**config.mk**
```make
export PLATFORM = sky130hd
export DESIGN_NAME = rv_pipeline_cpu
export DESIGN_NICKNAME = d
export VERILOG_FILES = /design/src/rv_pkg.sv /design/src/rv_hazard_if.sv /design/src/rv_decoder.sv /design/src/rv_execute_unit.sv /design/src/rv_hazard_unit.sv /design/src/rv_pipeline_cpu.sv /design/src/rv_regfile.sv /design/src/rv_stage_reg.sv
export SDC_FILE = /design/constraint.sdc
export NUM_CORES = 2
export LEC_CHECK = 0
export BUFFER_PORTS_ARGS = -buffer_cell sky130_fd_sc_hd__buf_2
export CAP_MARGIN = 10
export CORE_UTILIZATION = 50
export DETAILED_ROUTE_END_ITERATION = 7
export GPL_ROUTABILITY_DRIVEN = 1
export PLACE_DENSITY = 0.66
export SLEW_MARGIN = 20
export SYNTH_ARGS = -nofsm -noshare
export SYNTH_HDL_FRONTEND = slang
export SYNTH_HIERARCHICAL = 1
export SYNTH_SLANG_ARGS = --single-unit
```
**constraint.sdc**
```tcl
create_clock -name clk -period 9.3 [get_ports clk]
set_input_delay 0.93 -clock clk [delete_from_list [all_inputs] [get_ports clk]]
set_output_delay 0.93 -clock clk [all_outputs]
set_load 0.02 [all_outputs]
```
**src/rv_pkg.sv**
```systemverilog
`default_nettype none

package rv_pkg;

  typedef logic [31:0] xlen_t;
  typedef logic [4:0]  reg_addr_t;

  // addi x0, x0, 0
  localparam xlen_t NOP_INSTR = 32'h0000_0013;

  localparam logic [6:0] OPC_LUI    = 7'b0110111;
  localparam logic [6:0] OPC_OP     = 7'b0110011;
  localparam logic [6:0] OPC_OP_IMM = 7'b0010011;
  localparam logic [6:0] OPC_LOAD   = 7'b0000011;
  localparam logic [6:0] OPC_STORE  = 7'b0100011;
  localparam logic [6:0] OPC_BRANCH = 7'b1100011;
  localparam logic [6:0] OPC_JAL    = 7'b1101111;
  localparam logic [6:0] OPC_JALR   = 7'b1100111;

  typedef enum logic [3:0] {
    ALU_ADD, ALU_SUB, ALU_SLL, ALU_SLT,
    ALU_SLTU, ALU_XOR, ALU_SRL, ALU_SRA,
    ALU_OR, ALU_AND, ALU_PASS_B
  } alu_op_e;

  typedef enum logic {SRC_A_RS1, SRC_A_PC} src_a_e;
  typedef enum logic {SRC_B_RS2, SRC_B_IMM} src_b_e;
  typedef enum logic [1:0] {RES_ALU, RES_MEM, RES_PC4} result_src_e;
  typedef enum logic [1:0] {FWD_NONE, FWD_MEM, FWD_WB} fwd_sel_e;

  typedef struct packed {
    alu_op_e     alu_op;
    src_a_e      src_a;
    src_b_e      src_b;
    result_src_e result_src;
    logic        reg_write;
    logic        mem_write;
    logic        is_branch;
    logic        is_jal;
    logic        is_jalr;
  } ctrl_t;

  typedef struct packed {
    xlen_t instr;
    xlen_t pc;
    logic  valid;
  } de_payload_t;

  typedef struct packed {
    ctrl_t      ctrl;
    logic [2:0] funct3;
    reg_addr_t  rs1;
    reg_addr_t  rs2;
    reg_addr_t  rd;
    xlen_t      rd1;
    xlen_t      rd2;
    xlen_t      imm;
    xlen_t      pc;
  } ex_payload_t;

  // Only the controls still needed past execute
  typedef struct packed {
    result_src_e result_src;
    logic        reg_write;
    logic        mem_write;
    reg_addr_t   rd;
    xlen_t       alu_result;
    xlen_t       store_data;
    xlen_t       pc_plus_4;
  } mem_payload_t;

  typedef struct packed {
    logic        reg_write;
    reg_addr_t   rd;
    result_src_e result_src;
    xlen_t       result_pre;
    xlen_t       load_data;
  } wb_payload_t;

endpackage

`default_nettype wire

```
**src/rv_hazard_if.sv**
```systemverilog
`timescale 1ns/10ps
`default_nettype none

interface rv_hazard_if (
  input wire clk
);
  rv_pkg::reg_addr_t rs1_d;
  rv_pkg::reg_addr_t rs2_d;
  rv_pkg::reg_addr_t rs1_e;
  rv_pkg::reg_addr_t rs2_e;
  rv_pkg::reg_addr_t rd_e;
  logic              load_e;
  rv_pkg::reg_addr_t rd_m;
  logic              reg_write_m;
  rv_pkg::reg_addr_t rd_w;
  logic              reg_write_w;
  logic              redirect_e;

  // Back to the pipeline
  rv_pkg::fwd_sel_e  fwd_a;
  rv_pkg::fwd_sel_e  fwd_b;
  logic              stall_f;
  logic              stall_d;
  logic              flush_d;
  logic              flush_e;

  modport hazard (
    input  clk, rs1_d, rs2_d, rs1_e, rs2_e, rd_e, load_e,
    input  rd_m, reg_write_m, rd_w, reg_write_w, redirect_e,
    output fwd_a, fwd_b, stall_f, stall_d, flush_d, flush_e
  );

  modport pipe (
    input  clk,
    output rs1_d, rs2_d, rs1_e, rs2_e, rd_e, load_e,
    output rd_m, reg_write_m, rd_w, reg_write_w, redirect_e,
    input  fwd_a, fwd_b, stall_f, stall_d, flush_d, flush_e
  );
endinterface

`default_nettype wire

```
**src/rv_decoder.sv**
```systemverilog
`timescale 1ns/10ps
`default_nettype none

module rv_decoder (
  input  wire rv_pkg::xlen_t instr,
  output rv_pkg::ctrl_t      ctrl,
  output rv_pkg::xlen_t      imm
);

  logic [6:0]      opcode;
  logic [2:0]      funct3;
  logic            funct7_5;
  rv_pkg::alu_op_e alu_sel;
  rv_pkg::xlen_t   imm_i;
  rv_pkg::xlen_t   imm_s;
  rv_pkg::xlen_t   imm_b;
  rv_pkg::xlen_t   imm_u;
  rv_pkg::xlen_t   imm_j;

  assign opcode   = instr[6:0];
  assign funct3   = instr[14:12];
  assign funct7_5 = instr[30];

  assign imm_i = {{20{instr[31]}}, instr[31:20]};
  assign imm_s = {{20{instr[31]}}, instr[31:25], instr[11:7]};
  assign imm_b = {{19{instr[31]}}, instr[31], instr[7], instr[30:25], instr[11:8], 1'b0};
  assign imm_u = {instr[31:12], 12'b0};
  assign imm_j = {{11{instr[31]}}, instr[31], instr[19:12], instr[20], instr[30:21], 1'b0};

  // Shared by OP and OP-IMM
  // Sub only exists in register form
  always_comb begin
    case (funct3)
      3'b000:  alu_sel = (opcode == rv_pkg::OPC_OP && funct7_5) ? rv_pkg::ALU_SUB
                                                                 : rv_pkg::ALU_ADD;
      3'b001:  alu_sel = rv_pkg::ALU_SLL;
      3'b010:  alu_sel = rv_pkg::ALU_SLT;
      3'b011:  alu_sel = rv_pkg::ALU_SLTU;
      3'b100:  alu_sel = rv_pkg::ALU_XOR;
      3'b101:  alu_sel = funct7_5 ? rv_pkg::ALU_SRA : rv_pkg::ALU_SRL;
      3'b110:  alu_sel = rv_pkg::ALU_OR;
      default: alu_sel = rv_pkg::ALU_AND;
    endcase
  end

  always_comb begin
    ctrl = '0;
    imm  = '0;
    case (opcode)
      rv_pkg::OPC_LUI: begin
        ctrl.alu_op    = rv_pkg::ALU_PASS_B;
        ctrl.src_b     = rv_pkg::SRC_B_IMM;
        ctrl.reg_write = 1'b1;
        imm            = imm_u;
      end
      rv_pkg::OPC_OP: begin
        ctrl.alu_op    = alu_sel;
        ctrl.reg_write = 1'b1;
      end
      rv_pkg::OPC_OP_IMM: begin
        ctrl.alu_op    = alu_sel;
        ctrl.src_b     = rv_pkg::SRC_B_IMM;
        ctrl.reg_write = 1'b1;
        imm            = imm_i;
      end
      rv_pkg::OPC_LOAD: begin
        ctrl.src_b      = rv_pkg::SRC_B_IMM;
        ctrl.result_src = rv_pkg::RES_MEM;
        ctrl.reg_write  = 1'b1;
        imm             = imm_i;
      end
      rv_pkg::OPC_STORE: begin
        ctrl.src_b     = rv_pkg::SRC_B_IMM;
        ctrl.mem_write = 1'b1;
        imm            = imm_s;
      end
      rv_pkg::OPC_BRANCH: begin
        ctrl.is_branch = 1'b1;
        imm            = imm_b;
      end
      rv_pkg::OPC_JAL: begin
        ctrl.src_a      = rv_pkg::SRC_A_PC;
        ctrl.src_b      = rv_pkg::SRC_B_IMM;
        ctrl.result_src = rv_pkg::RES_PC4;
        ctrl.reg_write  = 1'b1;
        ctrl.is_jal     = 1'b1;
        imm             = imm_j;
      end
      rv_pkg::OPC_JALR: begin
        ctrl.src_b      = rv_pkg::SRC_B_IMM;
        ctrl.result_src = rv_pkg::RES_PC4;
        ctrl.reg_write  = 1'b1;
        ctrl.is_jalr    = 1'b1;
        imm             = imm_i;
      end
      // Unknown opcode stays a NOP
      default: begin
      end
    endcase
  end

endmodule

`default_nettype wire

```
**src/rv_execute_unit.sv**
```systemverilog
`timescale 1ns/10ps
`default_nettype none

module rv_execute_unit (
  input  wire rv_pkg::ex_payload_t ex,
  input  wire rv_pkg::fwd_sel_e    fwd_a,
  input  wire rv_pkg::fwd_sel_e    fwd_b,
  input  wire rv_pkg::xlen_t       result_m,
  input  wire rv_pkg::xlen_t       result_w,
  output rv_pkg::xlen_t            alu_result,
  output rv_pkg::xlen_t            store_data,
  output logic                     redirect,
  output rv_pkg::xlen_t            target
);

  rv_pkg::xlen_t opnd_a;
  rv_pkg::xlen_t opnd_b;
  rv_pkg::xlen_t alu_a;
  rv_pkg::xlen_t alu_b;
  rv_pkg::xlen_t target_sum;
  logic          taken;

  function automatic rv_pkg::xlen_t fwd_mux(
    input rv_pkg::fwd_sel_e sel,
    input rv_pkg::xlen_t    reg_val,
    input rv_pkg::xlen_t    from_m,
    input rv_pkg::xlen_t    from_w
  );
    case (sel)
      rv_pkg::FWD_MEM: return from_m;
      rv_pkg::FWD_WB:  return from_w;
      default:         return reg_val;
    endcase
  endfunction

  assign opnd_a = fwd_mux(fwd_a, ex.rd1, result_m, result_w);
  assign opnd_b = fwd_mux(fwd_b, ex.rd2, result_m, result_w);

  assign alu_a = (ex.ctrl.src_a == rv_pkg::SRC_A_PC) ? ex.pc : opnd_a;
  assign alu_b = (ex.ctrl.src_b == rv_pkg::SRC_B_IMM) ? ex.imm : opnd_b;

  always_comb begin
    case (ex.ctrl.alu_op)
      rv_pkg::ALU_SUB:    alu_result = alu_a - alu_b;
      rv_pkg::ALU_SLL:    alu_result = alu_a << alu_b[4:0];
      rv_pkg::ALU_SLT:    alu_result = {31'b0, $signed(alu_a) < $signed(alu_b)};
      rv_pkg::ALU_SLTU:   alu_result = {31'b0, alu_a < alu_b};
      rv_pkg::ALU_XOR:    alu_result = alu_a ^ alu_b;
      rv_pkg::ALU_SRL:    alu_result = alu_a >> alu_b[4:0];
      rv_pkg::ALU_SRA:    alu_result = $signed(alu_a) >>> alu_b[4:0];
      rv_pkg::ALU_OR:     alu_result = alu_a | alu_b;
      rv_pkg::ALU_AND:    alu_result = alu_a & alu_b;
      rv_pkg::ALU_PASS_B: alu_result = alu_b;
      default:            alu_result = alu_a + alu_b;
    endcase
  end

  // Branch condition on the forwarded register values
  always_comb begin
    case (ex.funct3)
      3'b000:  taken = opnd_a == opnd_b;
      3'b001:  taken = opnd_a != opnd_b;
      3'b100:  taken = $signed(opnd_a) < $signed(opnd_b);
      3'b101:  taken = $signed(opnd_a) >= $signed(opnd_b);
      3'b110:  taken = opnd_a < opnd_b;
      3'b111:  taken = opnd_a >= opnd_b;
      default: taken = 1'b0;
    endcase
  end

  assign redirect   = (ex.ctrl.is_branch && taken) || ex.ctrl.is_jal || ex.ctrl.is_jalr;
  assign target_sum = (ex.ctrl.is_jalr ? opnd_a : ex.pc) + ex.imm;
  // JALR drops bit 0
  assign target     = ex.ctrl.is_jalr ? {target_sum[31:1], 1'b0} : target_sum;
  assign store_data = opnd_b;

endmodule

`default_nettype wire

```
**src/rv_hazard_unit.sv**
```systemverilog
`timescale 1ns/10ps
`default_nettype none

module rv_hazard_unit (
  rv_hazard_if.hazard hz
);

  logic load_use;

  // Memory stage wins over writeback and x0 is never forwarded
  function automatic rv_pkg::fwd_sel_e pick_fwd(
    input rv_pkg::reg_addr_t rs,
    input rv_pkg::reg_addr_t rd_m,
    input logic              we_m,
    input rv_pkg::reg_addr_t rd_w,
    input logic              we_w
  );
    rv_pkg::fwd_sel_e sel;
    sel = rv_pkg::FWD_NONE;
    if (rs != '0 && we_m && rs == rd_m) begin
      sel = rv_pkg::FWD_MEM;
    end else if (rs != '0 && we_w && rs == rd_w) begin
      sel = rv_pkg::FWD_WB;
    end
    return sel;
  endfunction

  assign hz.fwd_a = pick_fwd(hz.rs1_e, hz.rd_m, hz.reg_write_m, hz.rd_w, hz.reg_write_w);
  assign hz.fwd_b = pick_fwd(hz.rs2_e, hz.rd_m, hz.reg_write_m, hz.rd_w, hz.reg_write_w);

  // Load in execute feeding the instruction in decode
  assign load_use = hz.load_e && hz.rd_e != '0 &&
                    (hz.rd_e == hz.rs1_d || hz.rd_e == hz.rs2_d);

  assign hz.stall_f = load_use;
  assign hz.stall_d = load_use;

  // Taken redirect kills the two younger stages
  assign hz.flush_d = hz.redirect_e;
  assign hz.flush_e = load_use || hz.redirect_e;

  // A held fetch PC would drop the redirect target
  a_no_stall_on_redirect: assert property (@(posedge hz.clk) !(hz.redirect_e && load_use))
    else $error("load-use stall coincides with a redirect");

endmodule

`default_nettype wire

```
**src/rv_pipeline_cpu.sv**
```systemverilog
`timescale 1ns/10ps
`default_nettype none

module rv_pipeline_cpu #(
  parameter rv_pkg::xlen_t RESET_PC = '0
) (
  input  wire                clk,
  input  wire                rst_n,
  output rv_pkg::xlen_t      instr_addr,
  input  wire rv_pkg::xlen_t instr_data,
  output rv_pkg::xlen_t      data_addr,
  output rv_pkg::xlen_t      data_wdata,
  output logic               data_we,
  input  wire rv_pkg::xlen_t data_rdata
);

  rv_pkg::xlen_t        pc_f;
  rv_pkg::de_payload_t  de_next;
  rv_pkg::de_payload_t  de_q;
  rv_pkg::xlen_t        instr_d;
  rv_pkg::ctrl_t        ctrl_d;
  rv_pkg::xlen_t        imm_d;
  rv_pkg::xlen_t        rd1_d;
  rv_pkg::xlen_t        rd2_d;
  rv_pkg::ex_payload_t  ex_next;
  rv_pkg::ex_payload_t  ex_q;
  rv_pkg::xlen_t        alu_result_e;
  rv_pkg::xlen_t        store_data_e;
  rv_pkg::xlen_t        target_e;
  logic                 redirect_e;
  rv_pkg::mem_payload_t mem_next;
  rv_pkg::mem_payload_t mem_q;
  rv_pkg::xlen_t        result_m;
  rv_pkg::wb_payload_t  wb_next;
  rv_pkg::wb_payload_t  wb_q;
  rv_pkg::xlen_t        result_w;

  rv_hazard_if hz (.clk(clk));

  rv_hazard_unit u_hazard (.hz(hz.hazard));

  // Fetch
  always_ff @(posedge clk or negedge rst_n) begin
    if (!rst_n) begin
      pc_f <= RESET_PC;
    end else if (!hz.stall_f) begin
      pc_f <= redirect_e ? target_e : pc_f + 32'd4;
    end
  end

  assign instr_addr = pc_f;

  always_comb begin
    de_next.instr = instr_data;
    de_next.pc    = pc_f;
    de_next.valid = 1'b1;
  end

  rv_stage_reg #(.payload_t(rv_pkg::de_payload_t)) de_reg (
    .clk(clk), .rst_n(rst_n), .stall(hz.stall_d), .flush(hz.flush_d),
    .d(de_next), .q(de_q)
  );

  // An empty decode slot reads as a NOP
  assign instr_d = de_q.valid ? de_q.instr : rv_pkg::NOP_INSTR;

  rv_decoder u_decoder (.instr(instr_d), .ctrl(ctrl_d), .imm(imm_d));

  rv_regfile u_regfile (
    .clk(clk), .rst_n(rst_n),
    .ra1(instr_d[19:15]), .ra2(instr_d[24:20]), .rd1(rd1_d), .rd2(rd2_d),
    .wa(wb_q.rd), .we(wb_q.reg_write), .wd(result_w)
  );

  always_comb begin
    ex_next.ctrl   = ctrl_d;
    ex_next.funct3 = instr_d[14:12];
    ex_next.rs1    = instr_d[19:15];
    ex_next.rs2    = instr_d[24:20];
    ex_next.rd     = instr_d[11:7];
    ex_next.rd1    = rd1_d;
    ex_next.rd2    = rd2_d;
    ex_next.imm    = imm_d;
    ex_next.pc     = de_q.pc;
  end

  rv_stage_reg #(.payload_t(rv_pkg::ex_payload_t)) ex_reg (
    .clk(clk), .rst_n(rst_n), .stall(1'b0), .flush(hz.flush_e),
    .d(ex_next), .q(ex_q)
  );

  // Execute
  rv_execute_unit u_execute (
    .ex(ex_q), .fwd_a(hz.fwd_a), .fwd_b(hz.fwd_b),
    .result_m(result_m), .result_w(result_w),
    .alu_result(alu_result_e), .store_data(store_data_e),
    .redirect(redirect_e), .target(target_e)
  );

  always_comb begin
    mem_next.result_src = ex_q.ctrl.result_src;
    mem_next.reg_write  = ex_q.ctrl.reg_write;
    mem_next.mem_write  = ex_q.ctrl.mem_write;
    mem_next.rd         = ex_q.rd;
    mem_next.alu_result = alu_result_e;
    mem_next.store_data = store_data_e;
    mem_next.pc_plus_4  = ex_q.pc + 32'd4;
  end

  rv_stage_reg #(.payload_t(rv_pkg::mem_payload_t)) mem_reg (
    .clk(clk), .rst_n(rst_n), .stall(1'b0), .flush(1'b0),
    .d(mem_next), .q(mem_q)
  );

  // Memory
  assign data_addr  = mem_q.alu_result;
  assign data_wdata = mem_q.store_data;
  assign data_we    = mem_q.mem_write;
  // Load data is never forwarded from here
  assign result_m   = (mem_q.result_src == rv_pkg::RES_PC4) ? mem_q.pc_plus_4
                                                           : mem_q.alu_result;

  always_comb begin
    wb_next.reg_write  = mem_q.reg_write;
    wb_next.rd         = mem_q.rd;
    wb_next.result_src = mem_q.result_src;
    wb_next.result_pre = result_m;
    wb_next.load_data  = data_rdata;
  end

  rv_stage_reg #(.payload_t(rv_pkg::wb_payload_t)) wb_reg (
    .clk(clk), .rst_n(rst_n), .stall(1'b0), .flush(1'b0),
    .d(wb_next), .q(wb_q)
  );

  // Writeback
  assign result_w = (wb_q.result_src == rv_pkg::RES_MEM) ? wb_q.load_data : wb_q.result_pre;

  // Hazard unit inputs
  assign hz.rs1_d       = instr_d[19:15];
  assign hz.rs2_d       = instr_d[24:20];
  assign hz.rs1_e       = ex_q.rs1;
  assign hz.rs2_e       = ex_q.rs2;
  assign hz.rd_e        = ex_q.rd;
  assign hz.load_e      = ex_q.ctrl.result_src == rv_pkg::RES_MEM;
  assign hz.rd_m        = mem_q.rd;
  assign hz.reg_write_m = mem_q.reg_write;
  assign hz.rd_w        = wb_q.rd;
  assign hz.reg_write_w = wb_q.reg_write;
  assign hz.redirect_e  = redirect_e;

endmodule

`default_nettype wire

```
**src/rv_regfile.sv**
```systemverilog
`timescale 1ns/10ps
`default_nettype none

module rv_regfile (
  input  wire                    clk,
  input  wire                    rst_n,
  input  wire rv_pkg::reg_addr_t ra1,
  input  wire rv_pkg::reg_addr_t ra2,
  output rv_pkg::xlen_t          rd1,
  output rv_pkg::xlen_t          rd2,
  input  wire rv_pkg::reg_addr_t wa,
  input  wire                    we,
  input  wire rv_pkg::xlen_t     wd
);

  rv_pkg::xlen_t regs [32];

  // Same-cycle write is visible to the reader
  function automatic rv_pkg::xlen_t read_port(input rv_pkg::reg_addr_t ra);
    if (ra == '0) begin
      return '0;
    end
    if (we && wa == ra) begin
      return wd;
    end
    return regs[ra];
  endfunction

  always_ff @(posedge clk) begin
    if (we && wa != '0) begin
      regs[wa] <= wd;
    end
  end

  always_comb begin
    rd1 = read_port(ra1);
    rd2 = read_port(ra2);
  end

  // Stored data comes back on the next read
  a_read_back: assert property (
    @(posedge clk) disable iff (!rst_n)
    (we && wa != '0) |=> (ra1 != $past(wa) || (we && wa == ra1) ||
                          rd1 == $past(wd))
  ) else $error("register read back differs from the data written");

endmodule

`default_nettype wire

```
**src/rv_stage_reg.sv**
```systemverilog
`timescale 1ns/10ps
`default_nettype none

module rv_stage_reg #(
  parameter type payload_t = logic [31:0]
) (
  input  wire      clk,
  input  wire      rst_n,
  input  wire      stall,
  input  wire      flush,
  input  wire      payload_t d,
  output payload_t q
);

  // Flush has priority over stall
  always_ff @(posedge clk or negedge rst_n) begin
    if (!rst_n) begin
      q <= '0;
    end else if (flush) begin
      q <= '0;
    end else if (!stall) begin
      q <= d;
    end
  end

  a_hold: assert property (
    @(posedge clk) disable iff (!rst_n) (stall && !flush) |=> $stable(q)
  ) else $error("stage register changed while stalled");

endmodule

`default_nettype wire

```
==> flow_metrics.py <==
metrics = {
    "status": {
        "outcome": "completed",
    },
    "timing": {
        "hold_ws_ps": 148,
        "period_minus_slack_ps": 7370,
        "max_clock_freq_mhz": 136,
        "fin_tns_setup_ps": 0,
        "slew_violations": 0,
        "skew_ps": 46.4,
        "rsz0062_at_grt": "no",
        "hold_viol_final": 0,
        "setup_violations": 0,
        "tightestPinTransition_ps": 1240,
        "slew_headroom": 0.177,
        "min_period_over_period": 0.792,
    },
    "grt": {
        "grt_usage": 0.368,
        "met1_usage": 0.481,
        "grt_max_degree": 160,
        "overflow": 0,
        "grt_use_met3": 0.0828,
        "grt_pass1_wl_um": 438000,
        "gr-usage-met2": 0.553,
        "grt_pass1_vias": 58800,
        "antenna_found_initial": 15,
        "grt-busiest-layer": "met2",
    },
    "pwr": {
        "clockPowerShare": 0.316,
        "p_leak_nw": 33.7,
        "power_frac_comb": 0.279,
        "p_int_mw": 12.6,
        "power_mw": 19.5,
        "pwr_density_cell_nw_per_um2": 217,
        "seqPwrFrac": 0.406,
        "power_switching_mw": 6.85,
        "switching_share": 0.352,
        "vdd_drop_max_mv": 0.222,
    },
    "clock_tree": {
        "post_cts_buffers": 0,
        "insertion_delay_ps": 820,
        "cts-resized-gates": 0,
        "cts_buffers": 158,
        "hold_buffers": 0,
        "clockBufferDepth": 3,
        "h-tree-depth": 4,
        "cts_root_buffer": "clkbuf_16",
        "cts_tree": "yes",
        "numClockSinks": 1457,
        "clk_pin_slew_ps": 60,
    },
    "synthesis": {
        "yosys_warnings": 6,
        "synth_cell_types": 104,
        "synthArstFlopShare": 0.297,
        "ys_top_cells_by_area": "edfxtp_1 37%, dfrtp_1 13%, mux4_2 11%",
        "synthesis.area_um2": 82300,
        "ys.flop_type": "edfxtp_1",
        "syn_inst": 6488,
        "synth_edf_count": 1024,
        "post_synth.cell_area_avg_um2": 12.7,
        "yosysSeqAreaShare": 0.505,
        "synth_top_cell_area_share": 0.374,
        "synth_top_area_cell": "edfxtp_1",
        "ys_seq_elements": 1457,
    },
    "floorplan": {
        "rows": 148,
        "initial_core_util": 0.505,
        "die_h_um": 408,
        "boundaryPins": 163,
        "coreArea_um2": 163000,
        "die_w_um": 408,
        "dieArea_um2": 166000,
    },
    "detailed_routing": {
        "wl_per_cell_um": 35.4,
        "vias": 61800,
        "first_iter_violations": 9457,
        "wl_um": 311000,
        "drcViolationCount": 0,
        "firstDrtPassIters": 6,
        "postRouteAntennaNets": 0,
        "routed_via_density": 7.01,
    },
    "setup_path": {
        "crit_path_frequent_cell": "buf_4",
        "crit_cells": 25,
        "cp.arrival_ps": 8000,
        "startpoint_type": "flip-flop",
        "slowest_delay_ps": 890,
        "criticalPathCategory": "reg2reg",
        "critPathSlowestCell": "buf_4",
        "crit_family": "compound AO/OA/AOI/OAI gates",
        "reg2reg_depth": 25,
        "cp_max_fo": 98,
        "cp.required_ps": 9930,
        "end_kind": "flip-flop",
        "critical_path_buf_inv_count": 4,
    },
    "final_layout": {
        "multi_input_area_um2": 38000,
        "finalNonFillerCells": 8809,
        "final_common_cell": "edfxtp_1",
        "nets": 6738,
        "n_fill_cell": 13500,
        "final_area_um2": 89900,
        "seqCellArea_um2": 41600,
        "final_cell_mix": "1024 x edfxtp_1, 763 x mux2i_1, 629 x nor2_1",
        "drive_gt1_frac": 0.186,
        "areaGrowthSynthToFinish_pct": 9.26,
    },
    "placed_design": {
        "place_area_um2": 84900,
        "placed_cells": 8518,
        "gp_congestion": 1.04,
        "portBuffers": 162,
        "hpwlAfterDp_um": 200000,
    },
    "worst_hold_path": {
        "hold_path.class": "in2async",
    },
    "job": {
        "cap_violations": 0,
    },
}
==> logic make-up (layout without fill, tap and decap cells) <==
| logic type | count (synthesis) | in the layout | share of synthesized area |
|---|---|---|---|
| multiplexers | 1310 | 1310 | 0.222 |
| adder cells (fa/ha/maj) | 168 | 168 | 0.0258 |
| AND/OR/NAND/NOR | 1452 | 1452 | 0.0801 |
| flip-flops | 1457 | 1457 | 0.505 |
| AO/OA/AOI/OAI | 1349 | 1349 | 0.115 |
| XOR/XNOR | 108 | 108 | 0.0115 |
| other | 3 | 42 | 0.000137 |
| buffers and inverters | 641 | 748 | 0.0400 |
==> flip-flops by register name (all words and copies together) (netlist names) <==
name	flops
de_reg/q	65
u_regfile/regs	1024
wb_reg/q	72
mem_reg/q	105
instr_addr	32
ex_reg/q	159
==> layout make-up <==
| class | instances | share of cell area |
|---|---|---|
| flip-flops and latches | 1457 | 0.462 |
| multi-input cells | 4425 | 0.423 |
| clock buffers | 194 | 0.0464 |
| well taps | 2175 | 0.0303 |
| repair buffers | 304 | 0.0222 |
| clock inverters | 92 | 0.00939 |
| inverters | 158 | 0.00665 |
| diodes | 4 | 0.000111 |
==> stage by stage <==
step / worst slack (ps) / util
final: 1930 / 0.551
after global placement: 2220 / 0.520
after global routing: 1660 / 0.551
after detailed placement: 2140 / 0.520
after CTS: 2130 / 0.551
after floorplan: 3400 / -
==> path summary, 6_finish.rpt <==
kind	from	end	slack, ps
max in group asynchronous	rst_n	ex_reg/q[153]	6890
max reg2reg	ex_reg/q[133]	instr_addr[22]	1930
max	ex_reg/q[133]	instr_addr[22]	1930
min reg2reg	ex_reg/q[150]	mem_reg/q[102]	490
min	rst_n	mem_reg/q[71]	150
min in group clk	instr_data[9]	de_reg/q[42]	370
==> worst reg2reg max path, cell delays in order (launching register included) <==
cell	delay [ps]
dfrtp_1	430
or4_4	570
nor2_4	120
nor4_2	80
nor4_2	330
inv_1	80
ha_1	450
buf_4	300
buf_4	190
a22oi_1	150
nor2_1	60
a21oi_1	440
ha_1	350
a21o_1	180
a21o_1	170
a21oi_1	160
o21ai_0	190
o21ai_0	380
o31ai_1	140
nor3_1	310
xnor2_1	180
o21ai_4	390
buf_4	900
nand2_1	370
o22ai_1	230
a311oi_1	70
==> cells in the mapped netlist (43+ instances only) <==
| cell type | instances |
|---|---|
| buf_4 | 54 |
| nand3_1 | 82 |
| o211ai_1 | 50 |
| and2_1 | 48 |
| o221ai_1 | 43 |
| a22o_1 | 69 |
| a221oi_1 | 45 |
| xnor2_1 | 75 |
| nor2_1 | 665 |
| ha_1 | 165 |
| nor3_1 | 54 |
| mux2_2 | 149 |
| mux4_2 | 397 |
| inv_1 | 150 |
| mux2i_1 | 763 |
| a22oi_1 | 185 |
| edfxtp_1 | 1024 |
| dfrtp_1 | 433 |
| nand2b_1 | 61 |
| clkbuf_1 | 239 |
| a21oi_1 | 239 |
| a211oi_1 | 60 |
| nand2_1 | 332 |
| o21ai_0 | 236 |
| buf_2 | 95 |
| nor2b_1 | 49 |
| o22ai_1 | 84 |
| a21o_1 | 54 |
==> metal layers <==
| layer | wire length [um] | up-vias | share of wire |
|---|---|---|---|
| li1 | - | 25200 | - |
| met1 | 115000 | 31300 | 0.37 |
| met2 | 138000 | 4323 | 0.44 |
| met3 | 34500 | 1009 | 0.11 |
| met4 | 24000 | 14 | 0.077 |
| met5 | 79 | - | 0.00025 |
==> power by group through the flow <==
stage                     sequential, mW  clock [mW]  combinational, mW
after floorplan                     7.79           0               3.42
after global placement              8.00           0               5.18
after detailed placement            8.00           0               5.21
after CTS                           7.87        6.21               5.24
after global routing                7.90        6.45               5.73
final                               7.90        6.15               5.43
No activity file was read; power rests on OpenSTA's default activity.
